<file path="config.mk">
export PLATFORM = sky130hd
export DESIGN_NAME = rmii_mac_tx
export DESIGN_NICKNAME = d
export VERILOG_FILES = /design/src/source/mac_tx_pkg.sv /design/src/source/mac_tx_sequencer.sv /design/src/source/mac_tx_byte_mux.sv /design/src/source/mac_tx_fcs.sv /design/src/source/mac_tx_dibit_serializer.sv /design/src/source/rmii_mac_tx.sv
export VERILOG_INCLUDE_DIRS = /design/src /design/src/include
export SDC_FILE = /design/constraint.sdc
export NUM_CORES = 1
export LEC_CHECK = 0
export ABC_AREA = 1
export BUFFER_PORTS_ARGS = -buffer_cell sky130_fd_sc_hd__buf_2
export CAP_MARGIN = 20
export CORE_AREA = 3 3 110 112
export DETAILED_ROUTE_END_ITERATION = 7
export DIE_AREA = 0 0 113 115
export PLACE_DENSITY = 0.92
export RECOVER_POWER = 100
export REMOVE_ABC_BUFFERS = 1
export SETUP_SLACK_MARGIN = 0.02
export SYNTH_ARGS = -nofsm -noshare
export SYNTH_HDL_FRONTEND = slang
export SYNTH_SLANG_ARGS = --single-unit
</file>
<file path="constraint.sdc">
create_clock -name i_sclk50 -period 6.3 [get_ports i_sclk50]
set_clock_uncertainty 0.05 [all_clocks]
set_input_delay 0.945 -clock i_sclk50 [delete_from_list [all_inputs] [get_ports i_sclk50]]
set_output_delay 0.945 -clock i_sclk50 [all_outputs]
set_load 0.05 [all_outputs]
</file>
<file path="src/include/mac_tx_defines.svh">
// frame layout, widths and crc constants for the rmii mac transmitter
// include in any module that needs a length, a constant byte or a width
// payload length may be changed here, anything from 1 to 256 bytes

`ifndef MAC_TX_DEFINES_SVH
`define MAC_TX_DEFINES_SVH

// field lengths in bytes
`define MAC_TX_PREAMBLE_LEN   7
`define MAC_TX_HEADER_LEN     14       // dst + src + type
`define MAC_TX_PAYLOAD_LEN    136
`define MAC_TX_FCS_LEN        4

// constant bytes on the wire
`define MAC_TX_PREAMBLE_BYTE  8'h55
`define MAC_TX_SFD_BYTE       8'hD5

// widths
`define MAC_TX_RAM_AW         8        // payload ram address bits
`define MAC_TX_DIBITS         4        // rmii dibits per byte

// ieee 802.3 crc-32, reflected form
`define MAC_TX_CRC_INIT       32'hFFFF_FFFF
`define MAC_TX_CRC_POLY       32'hEDB8_8320

`endif

</file>
<file path="src/source/mac_tx_pkg.sv">
// shared types for the rmii mac transmitter
// sequencer states, beat field tags and the structs passed between stages
// modules take these with a wildcard import in the module header

package mac_tx_pkg;

    // frame sequencer states
    typedef enum logic [2:0]
    {
        ST_IDLE,
        ST_PREAMBLE,
        ST_SFD,
        ST_HEADER,
        ST_PAYLOAD,
        ST_FCS,
        ST_GAP          // single cycle after last fcs byte
    } tx_state_e;

    // which frame part a beat carries, none must stay zero
    typedef enum logic [2:0]
    {
        FLD_NONE = 3'd0,
        FLD_PREAMBLE,
        FLD_SFD,
        FLD_HEADER,
        FLD_PAYLOAD,
        FLD_FCS
    } tx_field_e;

    // ethernet header, each field goes out low byte first
    typedef struct packed
    {
        logic [47:0] destin_addr;
        logic [47:0] source_addr;
        logic [15:0] type_code;
    } mac_frame_hdr_t;

    // one byte slot travelling down the pipeline
    typedef struct packed
    {
        tx_field_e   field;
        logic [7:0]  index;    // byte position inside its field
        logic [7:0]  data;
    } tx_beat_t;

endpackage

</file>
<file path="src/source/mac_tx_sequencer.sv">
// frame sequencer, first stage of the transmit pipeline
// runs the dibit phase, walks the frame fields and issues one beat per byte
// time; payload bytes are requested from ram one cycle ahead of their beat
`timescale 1ns/10ps
`include "mac_tx_defines.svh"

module mac_tx_sequencer
    import mac_tx_pkg::*;
(
    input  logic                      i_sclk50,
    input  logic                      i_rst_n,
    input  logic                      i_start,      // single cycle pulse
    output tx_beat_t                  o_beat,
    output logic                      o_beat_stb,
    output logic                      o_ram_rden,
    output logic [`MAC_TX_RAM_AW-1:0] o_ram_raddr
);

    localparam logic [7:0] PRE_LAST = 8'(`MAC_TX_PREAMBLE_LEN - 1);
    localparam logic [7:0] HDR_LAST = 8'(`MAC_TX_HEADER_LEN - 1);
    localparam logic [7:0] PLD_LAST = 8'(`MAC_TX_PAYLOAD_LEN - 1);
    localparam logic [7:0] FCS_LAST = 8'(`MAC_TX_FCS_LEN - 1);

    logic [1:0]  phase;         // free running, 3 = byte boundary
    logic        start_q;
    tx_state_e   state;
    tx_state_e   nxt_state;
    logic [7:0]  byte_cnt;      // index of the byte now in its slot
    logic [7:0]  nxt_idx;
    tx_field_e   nxt_field;
    logic        payload_next;  // next beat needs ram data

    ////////////////////////////////////////
    // dibit phase and start latch
    ////////////////////////////////////////
    always_ff @(posedge i_sclk50 or negedge i_rst_n)
    begin
        if (!i_rst_n)
            phase <= 2'd0;
        else
            phase <= phase + 2'd1;
    end

    always_ff @(posedge i_sclk50 or negedge i_rst_n)
    begin
        if (!i_rst_n)
            start_q <= 1'b0;
        else if (i_start && state == ST_IDLE)
            start_q <= 1'b1;            // ignored mid frame
        else if (phase == 2'd3)
            start_q <= 1'b0;
    end

    ////////////////////////////////////////
    // frame fsm, advances on byte boundaries
    ////////////////////////////////////////
    always_comb
    begin
        nxt_state = state;
        if (state == ST_GAP)
        begin
            nxt_state = ST_IDLE;        // one cycle only
        end
        else if (phase == 2'd3)
        begin
            case (state)
                ST_IDLE:
                    if (start_q)
                        nxt_state = ST_PREAMBLE;
                ST_PREAMBLE:
                    if (byte_cnt == PRE_LAST)
                        nxt_state = ST_SFD;
                ST_SFD:
                    nxt_state = ST_HEADER;
                ST_HEADER:
                    if (byte_cnt == HDR_LAST)
                        nxt_state = ST_PAYLOAD;
                ST_PAYLOAD:
                    if (byte_cnt == PLD_LAST)
                        nxt_state = ST_FCS;
                ST_FCS:
                    if (byte_cnt == FCS_LAST)
                        nxt_state = ST_GAP;
                default:
                    nxt_state = ST_IDLE;
            endcase
        end
    end

    // index restarts with each new field
    assign nxt_idx = (nxt_state == state) ? byte_cnt + 8'd1 : 8'd0;

    always_comb
    begin
        case (nxt_state)
            ST_PREAMBLE: nxt_field = FLD_PREAMBLE;
            ST_SFD:      nxt_field = FLD_SFD;
            ST_HEADER:   nxt_field = FLD_HEADER;
            ST_PAYLOAD:  nxt_field = FLD_PAYLOAD;
            ST_FCS:      nxt_field = FLD_FCS;
            default:     nxt_field = FLD_NONE;
        endcase
    end

    always_ff @(posedge i_sclk50 or negedge i_rst_n)
    begin
        if (!i_rst_n)
        begin
            state    <= ST_IDLE;
            byte_cnt <= 8'd0;
        end
        else
        begin
            state <= nxt_state;
            if (o_beat_stb)
                byte_cnt <= nxt_idx;
        end
    end

    ////////////////////////////////////////
    // beat out, labelled with the slot it opens
    ////////////////////////////////////////
    assign o_beat_stb = (phase == 2'd3) && (nxt_field != FLD_NONE);

    always_comb
    begin
        o_beat       = '0;              // data filled downstream
        o_beat.field = nxt_field;
        o_beat.index = nxt_idx;
    end

    ////////////////////////////////////////
    // ram read, pulse lands on phase 2
    ////////////////////////////////////////
    assign payload_next = (state == ST_HEADER && byte_cnt == HDR_LAST) ||
                          (state == ST_PAYLOAD && byte_cnt != PLD_LAST);

    always_ff @(posedge i_sclk50 or negedge i_rst_n)
    begin
        if (!i_rst_n)
        begin
            o_ram_rden  <= 1'b0;
            o_ram_raddr <= '0;
        end
        else
        begin
            o_ram_rden <= (phase == 2'd1) && payload_next;
            if (phase == 2'd1 && payload_next)
                o_ram_raddr <= (state == ST_PAYLOAD) ?
                               `MAC_TX_RAM_AW'(byte_cnt + 8'd1) : '0;  // first byte at 0
        end
    end

endmodule

</file>
<file path="src/source/mac_tx_byte_mux.sv">
// byte mux, second pipeline stage
// fills the data byte of each beat from the constant bytes, the header
// fields or the ram word; adds one clock of latency
`timescale 1ns/10ps
`include "mac_tx_defines.svh"

module mac_tx_byte_mux
    import mac_tx_pkg::*;
(
    input  logic           i_sclk50,
    input  logic           i_rst_n,
    input  tx_beat_t       i_beat,
    input  logic           i_beat_stb,
    input  mac_frame_hdr_t i_frame_hdr,   // held for the whole frame
    input  logic [7:0]     i_ram_rdata,   // valid on the strobe edge
    output tx_beat_t       o_beat,
    output logic           o_beat_stb
);

    localparam int HDR_BITS = 8 * `MAC_TX_HEADER_LEN;

    logic [HDR_BITS-1:0] hdr_flat;  // byte 0 = dst low byte
    logic [7:0]          sel_byte;

    // low byte first within each field, dst then src then type
    assign hdr_flat = {i_frame_hdr.type_code,
                       i_frame_hdr.source_addr,
                       i_frame_hdr.destin_addr};

    ////////////////////////////////////////
    // data select
    ////////////////////////////////////////
    always_comb
    begin
        case (i_beat.field)
            FLD_PREAMBLE:
                sel_byte = `MAC_TX_PREAMBLE_BYTE;
            FLD_SFD:
                sel_byte = `MAC_TX_SFD_BYTE;
            FLD_HEADER:
                if (i_beat.index < 8'(`MAC_TX_HEADER_LEN))
                    sel_byte = hdr_flat[8*i_beat.index +: 8];
                else
                    sel_byte = 8'h00;
            FLD_PAYLOAD:
                sel_byte = i_ram_rdata;     // read issued one cycle earlier
            default:
                sel_byte = 8'h00;           // fcs slots filled later
        endcase
    end

    ////////////////////////////////////////
    // stage register
    ////////////////////////////////////////
    always_ff @(posedge i_sclk50 or negedge i_rst_n)
    begin
        if (!i_rst_n)
        begin
            o_beat     <= '0;
            o_beat_stb <= 1'b0;
        end
        else
        begin
            o_beat_stb <= i_beat_stb;
            if (i_beat_stb)
            begin
                o_beat.field <= i_beat.field;
                o_beat.index <= i_beat.index;
                o_beat.data  <= sel_byte;
            end
        end
    end

endmodule

</file>
<file path="src/source/mac_tx_fcs.sv">
// fcs stage, third pipeline stage
// runs crc-32 over header and payload bytes and writes the complemented
// result into the four fcs beats, low byte first; one clock of latency
`timescale 1ns/10ps
`include "mac_tx_defines.svh"

module mac_tx_fcs
    import mac_tx_pkg::*;
(
    input  logic     i_sclk50,
    input  logic     i_rst_n,
    input  tx_beat_t i_beat,
    input  logic     i_beat_stb,
    output tx_beat_t o_beat,
    output logic     o_beat_stb
);

    logic [31:0] crc_q;
    logic [31:0] crc_final;
    logic [7:0]  fcs_byte;

    // one byte through the reflected crc, lsb first
    function automatic logic [31:0] crc32_byte(input logic [31:0] crc_in,
                                               input logic [7:0]  din);
        logic [31:0] c;
        c = crc_in ^ {24'h0, din};
        for (int i = 0; i < 8; i++)
        begin
            if (c[0])
                c = (c >> 1) ^ `MAC_TX_CRC_POLY;
            else
                c = c >> 1;
        end
        return c;
    endfunction

    ////////////////////////////////////////
    // running crc
    ////////////////////////////////////////
    always_ff @(posedge i_sclk50 or negedge i_rst_n)
    begin
        if (!i_rst_n)
            crc_q <= `MAC_TX_CRC_INIT;
        else if (i_beat_stb)
        begin
            case (i_beat.field)
                FLD_SFD:
                    crc_q <= `MAC_TX_CRC_INIT;  // restart each frame
                FLD_HEADER,
                FLD_PAYLOAD:
                    crc_q <= crc32_byte(crc_q, i_beat.data);
                default:
                    crc_q <= crc_q;             // frozen over fcs
            endcase
        end
    end

    assign crc_final = ~crc_q;
    assign fcs_byte  = crc_final[8*i_beat.index[1:0] +: 8];

    ////////////////////////////////////////
    // stage register, fcs insert
    ////////////////////////////////////////
    always_ff @(posedge i_sclk50 or negedge i_rst_n)
    begin
        if (!i_rst_n)
        begin
            o_beat     <= '0;
            o_beat_stb <= 1'b0;
        end
        else
        begin
            o_beat_stb <= i_beat_stb;
            if (i_beat_stb)
            begin
                o_beat.field <= i_beat.field;
                o_beat.index <= i_beat.index;
                o_beat.data  <= (i_beat.field == FLD_FCS) ? fcs_byte : i_beat.data;
            end
        end
    end

endmodule

</file>
<file path="src/source/mac_tx_dibit_serializer.sv">
// dibit serializer, last pipeline stage
// shifts each beat byte onto the rmii pins as four dibits, lsb dibit first,
// first dibit one clock after the strobe; tx enable follows the dibits
`timescale 1ns/10ps
`include "mac_tx_defines.svh"

module mac_tx_dibit_serializer
    import mac_tx_pkg::*;
(
    input  logic       i_sclk50,
    input  logic       i_rst_n,
    input  tx_beat_t   i_beat,
    input  logic       i_beat_stb,
    output logic       o_tx_en,
    output logic [1:0] o_tx_data
);

    localparam logic [1:0] LAST_DIBIT = 2'(`MAC_TX_DIBITS - 1);

    logic [1:0] dibit_left;     // dibits still to go after the current one
    logic [5:0] shift_q;        // upper three dibits of the byte

    always_ff @(posedge i_sclk50 or negedge i_rst_n)
    begin
        if (!i_rst_n)
        begin
            o_tx_en    <= 1'b0;
            o_tx_data  <= 2'b00;
            dibit_left <= 2'd0;
        end
        else if (i_beat_stb)
        begin
            o_tx_en    <= (i_beat.field != FLD_NONE);
            o_tx_data  <= i_beat.data[1:0];
            dibit_left <= LAST_DIBIT;
        end
        else if (dibit_left != 2'd0)
        begin
            o_tx_data  <= shift_q[1:0];
            dibit_left <= dibit_left - 2'd1;
        end
        else
        begin
            o_tx_en   <= 1'b0;      // no new beat, frame over
            o_tx_data <= 2'b00;
        end
    end

    always_ff @(posedge i_sclk50)
    begin
        if (i_beat_stb)
            shift_q <= i_beat.data[7:2];
        else
            shift_q <= shift_q >> 2;
    end

endmodule

</file>
<file path="src/source/rmii_mac_tx.sv">
// rmii mac transmitter top level
// one fixed length ethernet frame per start pulse, dibits on i_sclk50
// pipeline is sequencer -> byte mux -> fcs -> dibit serializer,
// payload comes from an external ram with one cycle read latency
`timescale 1ns/10ps
`include "mac_tx_defines.svh"

module rmii_mac_tx
    import mac_tx_pkg::*;
(
    input  logic                      i_sclk50,
    input  logic                      i_rst_n,
    input  logic                      i_start,
    input  mac_frame_hdr_t            i_frame_hdr,
    input  logic [7:0]                i_ram_rdata,
    output logic                      o_ram_rden,
    output logic [`MAC_TX_RAM_AW-1:0] o_ram_raddr,
    output logic                      o_tx_en,
    output logic [1:0]                o_tx_data
);

    tx_beat_t seq_beat;     // sequencer -> mux
    logic     seq_beat_stb;
    tx_beat_t mux_beat;     // mux -> fcs
    logic     mux_beat_stb;
    tx_beat_t fcs_beat;     // fcs -> serializer
    logic     fcs_beat_stb;

    mac_tx_sequencer u_sequencer (
        .i_sclk50    (i_sclk50),
        .i_rst_n     (i_rst_n),
        .i_start     (i_start),
        .o_beat      (seq_beat),
        .o_beat_stb  (seq_beat_stb),
        .o_ram_rden  (o_ram_rden),
        .o_ram_raddr (o_ram_raddr)
    );

    mac_tx_byte_mux u_byte_mux (
        .i_sclk50    (i_sclk50),
        .i_rst_n     (i_rst_n),
        .i_beat      (seq_beat),
        .i_beat_stb  (seq_beat_stb),
        .i_frame_hdr (i_frame_hdr),
        .i_ram_rdata (i_ram_rdata),
        .o_beat      (mux_beat),
        .o_beat_stb  (mux_beat_stb)
    );

    mac_tx_fcs u_fcs (
        .i_sclk50    (i_sclk50),
        .i_rst_n     (i_rst_n),
        .i_beat      (mux_beat),
        .i_beat_stb  (mux_beat_stb),
        .o_beat      (fcs_beat),
        .o_beat_stb  (fcs_beat_stb)
    );

    mac_tx_dibit_serializer u_serializer (
        .i_sclk50    (i_sclk50),
        .i_rst_n     (i_rst_n),
        .i_beat      (fcs_beat),
        .i_beat_stb  (fcs_beat_stb),
        .o_tx_en     (o_tx_en),
        .o_tx_data   (o_tx_data)
    );

endmodule

</file>
== Word level (Yosys, flattened, before mapping) ==
Index checks and enable logic that the tools add are counted.

* Register bits after elaboration: 90
* Input bits: 123
* Output and inout port bits: 12
* Logic and storage cells: 123

* $add $sub $neg: 3
* Order comparisons: 1
* Equality and inequality tests: 28
* Shift-type cells: 2
* Mux-type cells: 46
* Bitwise gates (word level): 10
* Reductions and logical operators: 15

{| class="wikitable"
|+ Operators by type and width
! kind !! number
|-
| two-way mux 32 bit || 22
|-
| NOT 13 -> 14 bit || 8
|-
| variable part select 112 x 12 -> 8 bit || 1
|-
| one-hot mux 32 bit (2 select lines) || 1
|-
| two-way mux 8 bit || 4
|-
| NOT 32 bit || 1
|-
| one-hot mux 8 bit (4 select lines) || 1
|-
| variable part select 32 x 6 -> 8 bit || 1
|-
| bitwise XOR 32 x 8 -> 32 bit || 1
|-
| equality test 3 x 2 -> 1 bit, second input constant || 8
|-
| equality test 3 bit, second input constant || 8
|-
| two-way mux 3 bit || 7
|-
| one-hot mux 3 bit (6 select lines) || 1
|-
| one-hot mux 3 bit (5 select lines) || 1
|-
| equality test 3 x 1 -> 1 bit, second input constant || 3
|-
| adder 8 x 1 -> 8 bit, second input constant || 1
|-
| equality test 8 x 2 -> 1 bit, second input constant || 1
|-
| equality test 8 x 3 -> 1 bit, second input constant || 1
|-
| equality test 8 x 4 -> 1 bit, second input constant || 1
|-
| equality test 8 bit, second input constant || 1
|-
| < comparator 8 x 4 -> 1 bit, second input constant || 1
|-
| two-way mux 2 bit || 4
|-
| inequality test 8 bit, second input constant || 1
|-
| nonzero test 2 bit || 4
|-
| other kinds (14) || 22
|}

== Longest topological paths before layout ==
Gate-level depths: netlist of the first run.

* Depth after elaboration: 32
* Mapped depth: 24
* Mapped depth without buffers: 20

== By module ==
Synthesis of the first run repeated with hierarchy kept, for this count alone.

* Cell total of the unflattened synthesis: 1170
* Area total of the unflattened synthesis: 7614.8 µm²

{| class="wikitable"
|+ Modules (own cells, without submodules)
! module !! times used !! cells each !! area an instance (µm²) !! seq. area each (µm²)
|-
| mac_tx_fcs || 1 || 485 || 3415.8 || 1341.3
|-
| mac_tx_byte_mux || 1 || 423 || 2203.4 || 500.5
|-
| mac_tx_sequencer || 1 || 211 || 1574.0 || 575.6
|-
| mac_tx_dibit_serializer || 1 || 51 || 421.7 || 245.2
|}

== Worst setup path after synthesis of the first run ==
Ideal clock, no wire load.

* Path kind: register -> register
* Start point: register u_byte_mux.o_beat[8] (netlist name)
* End point: register u_byte_mux.o_beat[7] (netlist name)
* Data arrival time: 2.832 ns
* Data required time: 6.134 ns
* Slack: 3.302 ns
* Stages on the path, launching flop included: 23
* Path buffers: 5
* Clock period less this slack: 2.998 ns
* Cell sequence: dfrtp_1 clkbuf_1 clkinv_1 clkbuf_1 clkbuf_1 ha_1 nand3_1 o21ai_0 nand2_1 nor2_1 nand2_1 nand3_1 buf_4 nand3_4 buf_2 nand3_1 nand3_1 nand2_1 nand2_1 nand3_1 nand2_1 nand2_1 nand2_1

{| class="wikitable"
|+ RTL lines
! what !! line !! text
|-
| end: declaration || mac_tx_byte_mux.sv:16 || <nowiki>output tx_beat_t o_beat,</nowiki>
|}

==> results of run 1 <==
==> final cells by class <==
type,instances,area [um^2],share of cell area [%]
Clock inverter,6,91.3,1.19
Clock buffer,10,229,2.99
Tap cell,143,179,2.34
Inverter,178,668,8.73
Sequential cell,90,2260,29.6
Timing Repair Buffer,140,688,8.99
Multi-Input combinational cell,690,3540,46.2
==> registers in the layout (all words and copies together) (netlist names) <==
register and count:
u_serializer.dibit_left 2, u_serializer.shift_q 6, u_serializer.o_tx_data 2, u_byte_mux.o_beat 19, u_byte_mux.o_beat_stb 1, u_sequencer.o_ram_raddr 8, u_fcs.crc_q 32, u_sequencer.phase 2
u_fcs.o_beat_stb 1, u_fcs.o_beat 11, u_sequencer.state 3, u_serializer.o_tx_en 1, u_sequencer.o_ram_rden 1, u_sequencer.start_q 1
==> kinds of logic (layout without fill, tap and decap cells) <==
| family | after synthesis | in the layout | synth area share [%] |
|---|---|---|---|
| DFF | 90 | 90 | 33.6 |
| and+or+nand+nor | 492 | 492 | 31.5 |
| AOI/OAI and AO/OA | 133 | 133 | 11.7 |
| xor gates and xnor gates | 59 | 59 | 8.67 |
| adders and majority gates | 6 | 6 | 1.11 |
| buffers and inverters | 223 | 334 | 13.4 |
==> per-stage QoR <==
stage | power (mW) | instance area, um^2
after detailed placement | 2.02 | 7390
after floorplan | 1.75 | 6500
after global placement | 1.96 | 7390
final | 2.64 | 7650
after global routing | 2.79 | 7650
after CTS | 2.62 | 7710
==> final timing paths <==
check	start	end	slack, ps
max in group asynchronous	i_rst_n	u_byte_mux.o_beat[4]	1710
worst max-delay path	u_byte_mux.o_beat[9]	u_byte_mux.o_beat[4]	1290
worst min register to register	u_serializer.shift_q[3]	u_serializer.shift_q[1]	370
worst max register to register	u_byte_mux.o_beat[9]	u_byte_mux.o_beat[4]	1290
min in group asynchronous	i_rst_n	u_fcs.crc_q[20]	940
worst min-delay path	u_serializer.shift_q[3]	u_serializer.shift_q[1]	370
==> cells in the mapped netlist, drive strengths merged (11+ instances only) <==
master  number
a21oi       17
a31oi       11
buf         24
clkbuf      21
dfrtp       52
dfstp       32
inv        175
nand2      245
nand3       73
nand4       37
nor2       122
o21ai       59
o22ai       28
xnor2       21
xor2        38
==> worst max-delay path, stage by stage (launching register included) <==
cell	delay, ps
dfrtp_1	670
inv_1	280
ha_1	280
nand3_1	70
nor2_1	50
nand2_1	70
nand2_1	80
nand4_1	90
nand2_1	100
nor2_4	660
nand3_1	1420
inv_2	510
o21ai_0	120
nand2_1	70
nand2_1	50
nand2_1	80
nand3_1	70
nand2_1	70
nand2_1	50
nand2_1	70
==> where the power goes <==
part / internal, mW / total (mW) / switching [mW]
Combinational: 0.469 / 1.15 / 0.685
Sequential: 0.768 / 0.909 / 0.140
Clock: 0.348 / 0.579 / 0.231
Total: 1.59 / 2.64 / 1.06
==> per-layer routing <==
metal	track usage (%)	vias up	part of all wire, %
met2	48.4	392	49
met3	4.37	54	8.1
met1	36.8	3111	40
met5	0	-	0
li1	-	3383	-
met4	11.5	0	3.2
==> summary.md, run 1 <==
| Metric | Value |
|---|---|
| Status | `complete, but fails checks` |
| Failing checks | `capacitance limit, slew limit` |
| Leakage power | `4.14 nW` |
| 1st-iter DRT viols | `688` |
| Total CTS buffers | `9` |
| Tmin final | `5010 ps` |
| Critical Path RT | `6530 ps` |
| Most frequent cells in the layout | `nand2_1 (244), inv_1 (160), buf_2 (121)` |
| Yosys top cell by area | `dfrtp_1` |
| Sink Count | `90` |
| Distinct cells, synth | `45` |
| CP max FO | `49` |
| Period utilization | `79.5%` |
| Post-synth top flop | `dfrtp_1` |
| Syn Area/Cell | `6.72 um^2` |
| ANT nets after route | `0` |
| Initial Utilization | `59.5%` |
| DRC viols | `0` |
| R2r worst-path depth | `19` |
| Finished Core Util | `67.6%` |
| Post-Syn Area | `6740 um^2` |
| Number of core rows | `39` |
| PortBufs | `134` |
| #FFs+latches synth | `90` |
| Hold Crit Class | `flop to flop` |
| # nets final | `1238` |
| Die X | `113 um` |
| Final Hold Fails | `0` |
| Post-DP HPWL | `13.4 mm` |
| Worst-Margin Slew | `3690 ps` |
| Slew margin rel. | `-146%` |
| Largest net degree at the start of global routing | `85` |
| Max-Cap Viols | `2` |
| Share of the synthesized area in the top cell type | `19.3%` |
| Routed via count | `6940` |
| Routed WL | `18.5 mm` |
| Total gr overflow | `0` |
| # setup viols final | `0` |
| Kind of end point of the critical path | `flop` |
| DR pass1 iterations | `5` |
| Fraction of layout cells with a size suffix above 1 | `18.5%` |
| First-pass GRT wire length | `30.5 mm` |
| Non-filler cells, final | `1257` |
| Final WS setup | `1290 ps` |
| Antenna violations before repair | `0` |
| Clock latency on the worst-skew pair | `350 ps` |
| WP data arrival | `5240 ps` |
| Gr usage total | `28.6%` |
| Routability cong. | `0.946` |
| Fillers | `962` |
| Post-synth EDFFs | `0` |
| F_max | `200 MHz` |
| RSZ-0062 raised after global routing | `false` |
| CTS root buffer | `clkbuf_16` |
| Die height | `115 um` |
| Io pins | `135` |
| Ys async rst share | `93.3%` |
| CP Class | `flop to flop` |
| Vias per inst | `5.52` |
| Startpoint types | `flop` |
| Pre-CTS worst setup slack | `2070 ps` |
| Syn. warnings | `0` |
| Core Box Area | `11300 um^2` |
| Worst VDD drop | `0.237 mV` |
| Main area contributors after synthesis | `dfrtp_1 (19%), nand2_1 (14%), dfstp_2 (12%)` |
| Max-slew violations | `123` |
| DIE AREA | `13000 um^2` |
| Most common cell after layout, fill and taps aside | `nand2_1` |
| CTS tree | `done` |
| Worst Hold Path Cells | `2` |
| # resized after CTS | `0` |
| Antenna diodes | `0` |
| Fin Hold WS | `374 ps` |
| Power density over the cells | `345 nW/um^2` |
| Vias in the first global route | `6628` |
| H-tree depth | `3` |
| Setup Buffers After CTS | `0` |
| Clock-pin slew on the worst setup and hold paths | `70 ps` |
| Post-placement cell count | `1239` |
| Hold buffers post-CTS | `0` |
| Longest Clk Path Bufs | `2` |
| Setup TNS | `0 ps` |
| Gate Count Post-Synth | `1003` |
| Area grow syn2layout | `13.5%` |
| Seq/Total Area, Yosys | `33.6%` |
| Wire per inst | `14.7 um` |
(Power assumes the default switching activity.)
==> run 2: changes to the inputs <==
Settings changed: CORE_AREA 3 3 110 112 to 3 3 114 116, DIE_AREA 0 0 113 115 to 0 0 117 119, PLACE_DENSITY 0.92 to 0.87.
Clock period 6.3 ns to 4.7 ns, I/O delays scaled along.
==> summary.md, run 2 (same netlist as run 1, synthesis figures left out) <==
| Metric | Value |
|---|---|
| Die height | `119 um (was 115 um)` |
| CTS tree | `done (unchanged)` |
| # nets final | `1240 (was 1238)` |
| PortBufs | `134 (unchanged)` |
| Hold buffers post-CTS | `0 (unchanged)` |
| Antenna diodes | `0 (unchanged)` |
| Most common cell after layout, fill and taps aside | `nand2_1 (unchanged)` |
| Startpoint types | `flop (unchanged)` |
| Fraction of layout cells with a size suffix above 1 | `19.0% (was 18.5%)` |
| Core Box Area | `12000 um^2 (was 11300 um^2)` |
| RSZ-0062 raised after global routing | `false (unchanged)` |
| DR pass1 iterations | `6 (was 5)` |
| H-tree depth | `3 (unchanged)` |
| Slew margin rel. | `-57.6% (was -146%)` |
| # resized after CTS | `0 (unchanged)` |
| Io pins | `135 (unchanged)` |
| CTS root buffer | `clkbuf_16 (unchanged)` |
| Area grow syn2layout | `14.1% (was 13.5%)` |
| Worst VDD drop | `0.288 mV (was 0.237 mV)` |
| Power density over the cells | `458 nW/um^2 (was 345 nW/um^2)` |
| Routed via count | `6939 (was 6940)` |
| Antenna violations before repair | `0 (unchanged)` |
| Worst Hold Path Cells | `2 (unchanged)` |
| Die X | `117 um (was 113 um)` |
| CP max stage cell | `nor3_1 (was nand3_1)` |
| Routed WL | `18.4 mm (was 18.5 mm)` |
| Status | `complete, but fails checks (unchanged)` |
| Post-placement cell count | `1245 (was 1239)` |
| Largest registers | `u_fcs.crc_q: 32 flops, u_byte_mux.o_beat: 19 flops, u_fcs.o_beat: 11 flops (unchanged)` |
| Max-slew violations | `44 (was 123)` |
| Fillers | `1039 (was 962)` |
| Cell repeated most along the worst path | `nand2_1 (unchanged)` |
| Tmin final | `3950 ps (was 5010 ps)` |
| F_max | `253 MHz (was 200 MHz)` |
| Worst r2r src | `u_byte_mux.o_beat[9] (unchanged)` |
| Leakage power | `4.16 nW (was 4.14 nW)` |
| Crit path cell chain | `inv_1, ha_1, nand3_1, nor2_1, nand2_1, nand2_1, nand2_1, a21oi_1, inv_2, nor3_1, a21oi_2, nand3_1, nand2_2, inv_2, nand2_1, o21ai_0 (was inv_1, ha_1, nand3_1, nor2_1, nand2_1, nand2_1, nand4_1, nand2_1, nor2_4, nand3_1, inv_2, o21ai_0, nand2_1, nand2_1, nand2_1, nand3_1, nand2_1, nand2_1, nand2_1)` |
| CP Class | `flop to flop (unchanged)` |
| CP max FO | `25 (was 49)` |
| Post-DP HPWL | `13.5 mm (was 13.4 mm)` |
| CP delay by family, top | `simple AND/OR/NAND/NOR gates (unchanged)` |
| Dpl cell area | `7410 um^2 (was 7390 um^2)` |
| DIE AREA | `13900 um^2 (was 13000 um^2)` |
| Wire per inst | `14.6 um (was 14.7 um)` |
| Routability cong. | `0.934 (was 0.946)` |
| Hold Crit Class | `flop to flop (unchanged)` |
| Fin Hold WS | `369 ps (was 374 ps)` |
| Number of core rows | `40 (was 39)` |
| Most flops, register | `u_fcs.crc_q (unchanged)` |
| DRC viols | `0 (unchanged)` |
| Clock latency on the worst-skew pair | `350 ps (about the same)` |
| 1st-iter DRT viols | `691 (was 688)` |
| R2r endpoint | `u_byte_mux.o_beat[15] (was u_byte_mux.o_beat[4])` |
| Reg2reg setup slack | `750 ps (was 1290 ps)` |
| Worst-Margin Slew | `2360 ps (was 3690 ps)` |
| Sink Count | `90 (unchanged)` |
| Most frequent cells in the layout | `nand2_1 (243), inv_1 (161), buf_2 (121) (was nand2_1 (244), inv_1 (160), buf_2 (121))` |
| Largest net degree at the start of global routing | `85 (unchanged)` |
| WP buf/inv | `3 (was 2)` |
| Non-filler cells, final | `1263 (was 1257)` |
| Failing checks | `capacitance limit, slew limit (unchanged)` |
| Vias per inst | `5.49 (was 5.52)` |
| Max reg flops | `32 (unchanged)` |
| Longest Clk Path Bufs | `2 (unchanged)` |
| Final Hold Fails | `0 (unchanged)` |
| Clock-pin slew on the worst setup and hold paths | `70 ps (about the same)` |
| Initial Utilization | `56.1% (was 59.5%)` |
| Period utilization | `84.0% (was 79.5%)` |
| First-pass GRT wire length | `30.5 mm (about the same)` |
| Vias in the first global route | `6535 (was 6628)` |
| WP data arrival | `4160 ps (was 5240 ps)` |
| Total CTS buffers | `9 (unchanged)` |
| Kind of end point of the critical path | `flop (unchanged)` |
| Gr usage total | `27.0% (was 28.6%)` |
| ANT nets after route | `0 (unchanged)` |
| Critical Path RT | `4920 ps (was 6530 ps)` |
| R2r worst-path depth | `16 (was 19)` |
| Max-Cap Viols | `1 (was 2)` |
| CP max stage delay | `850 ps (was 1420 ps)` |
| Hold_sp | `u_serializer.shift_q[5] (was u_serializer.shift_q[3])` |
| Setup Buffers After CTS | `0 (unchanged)` |
| Design area | `7690 um^2 (was 7650 um^2)` |
| Total gr overflow | `0 (unchanged)` |
| # setup viols final | `0 (unchanged)` |
| Hold Path End | `u_serializer.shift_q[3] (was u_serializer.shift_q[1])` |
==> run 2: how the worst max path moves through the flow <==
stage,start,end,cells after the start
finish,u_byte_mux.o_beat[9],u_byte_mux.o_beat[15],16
global route,u_byte_mux.o_beat[9],u_byte_mux.o_beat[14],16
CTS,u_byte_mux.o_beat[8],u_byte_mux.o_beat[1],20
detailed placement,u_byte_mux.o_beat[8],u_byte_mux.o_beat[1],20
global placement,u_byte_mux.o_beat[9],u_byte_mux.o_beat[2],20
floorplan,u_byte_mux.o_beat[8],u_byte_mux.o_beat[0],18
==> run 2: report_power, final <==
| part | switching (mW) | total, mW | internal [mW] |
|---|---|---|---|
| clock network | 0.322 | 0.791 | 0.470 |
| registers | 0.172 | 1.20 | 1.03 |
| logic | 0.908 | 1.53 | 0.624 |
==> run 2: worst reg2reg max path: cells and delay by family (launching register included) <==
family | cells | cell delay (ps)
simple gates | 9 | 1710
buf+inv | 3 | 730
flops | 1 | 550
compound gates | 3 | 560
fa+ha+maj | 1 | 260
==> run 2: area by class of cell <==
type | instances | area [um^2] | area share, %
multi-input cells | 690 | 3530 | 45.9
inverters | 178 | 668 | 8.68
clock buffers | 9 | 225 | 2.93
well taps | 147 | 184 | 2.39
repair buffers | 142 | 719 | 9.35
flip-flops and latches | 90 | 2260 | 29.4
clock inverters | 7 | 100 | 1.30
==> run 2: per-stage QoR <==
stage / total power [mW] / setup TNS (ps) / util, % / setup WS (ps)
2_1_floorplan: 2.34 / -7060 / - / -855
3_3_place_gp: 2.66 / 0 / 61.6 / 1200
3_5_place_dp: 2.71 / 0 / 61.7 / 1100
4_1_cts: 3.51 / 0 / 64.4 / 1010
5_1_grt: 3.74 / 0 / 64.1 / 408
6_report: 3.52 / 0 / 64.1 / 754
==> run 2: metal layers <==
layer,vias to the layer above,track usage (%),part of all wire [%]
met5,-,0,0
met4,0,12.2,3.8
met3,60,3.30,8.3
met2,358,43.1,47
met1,3138,36.5,41
li1,3383,-,-
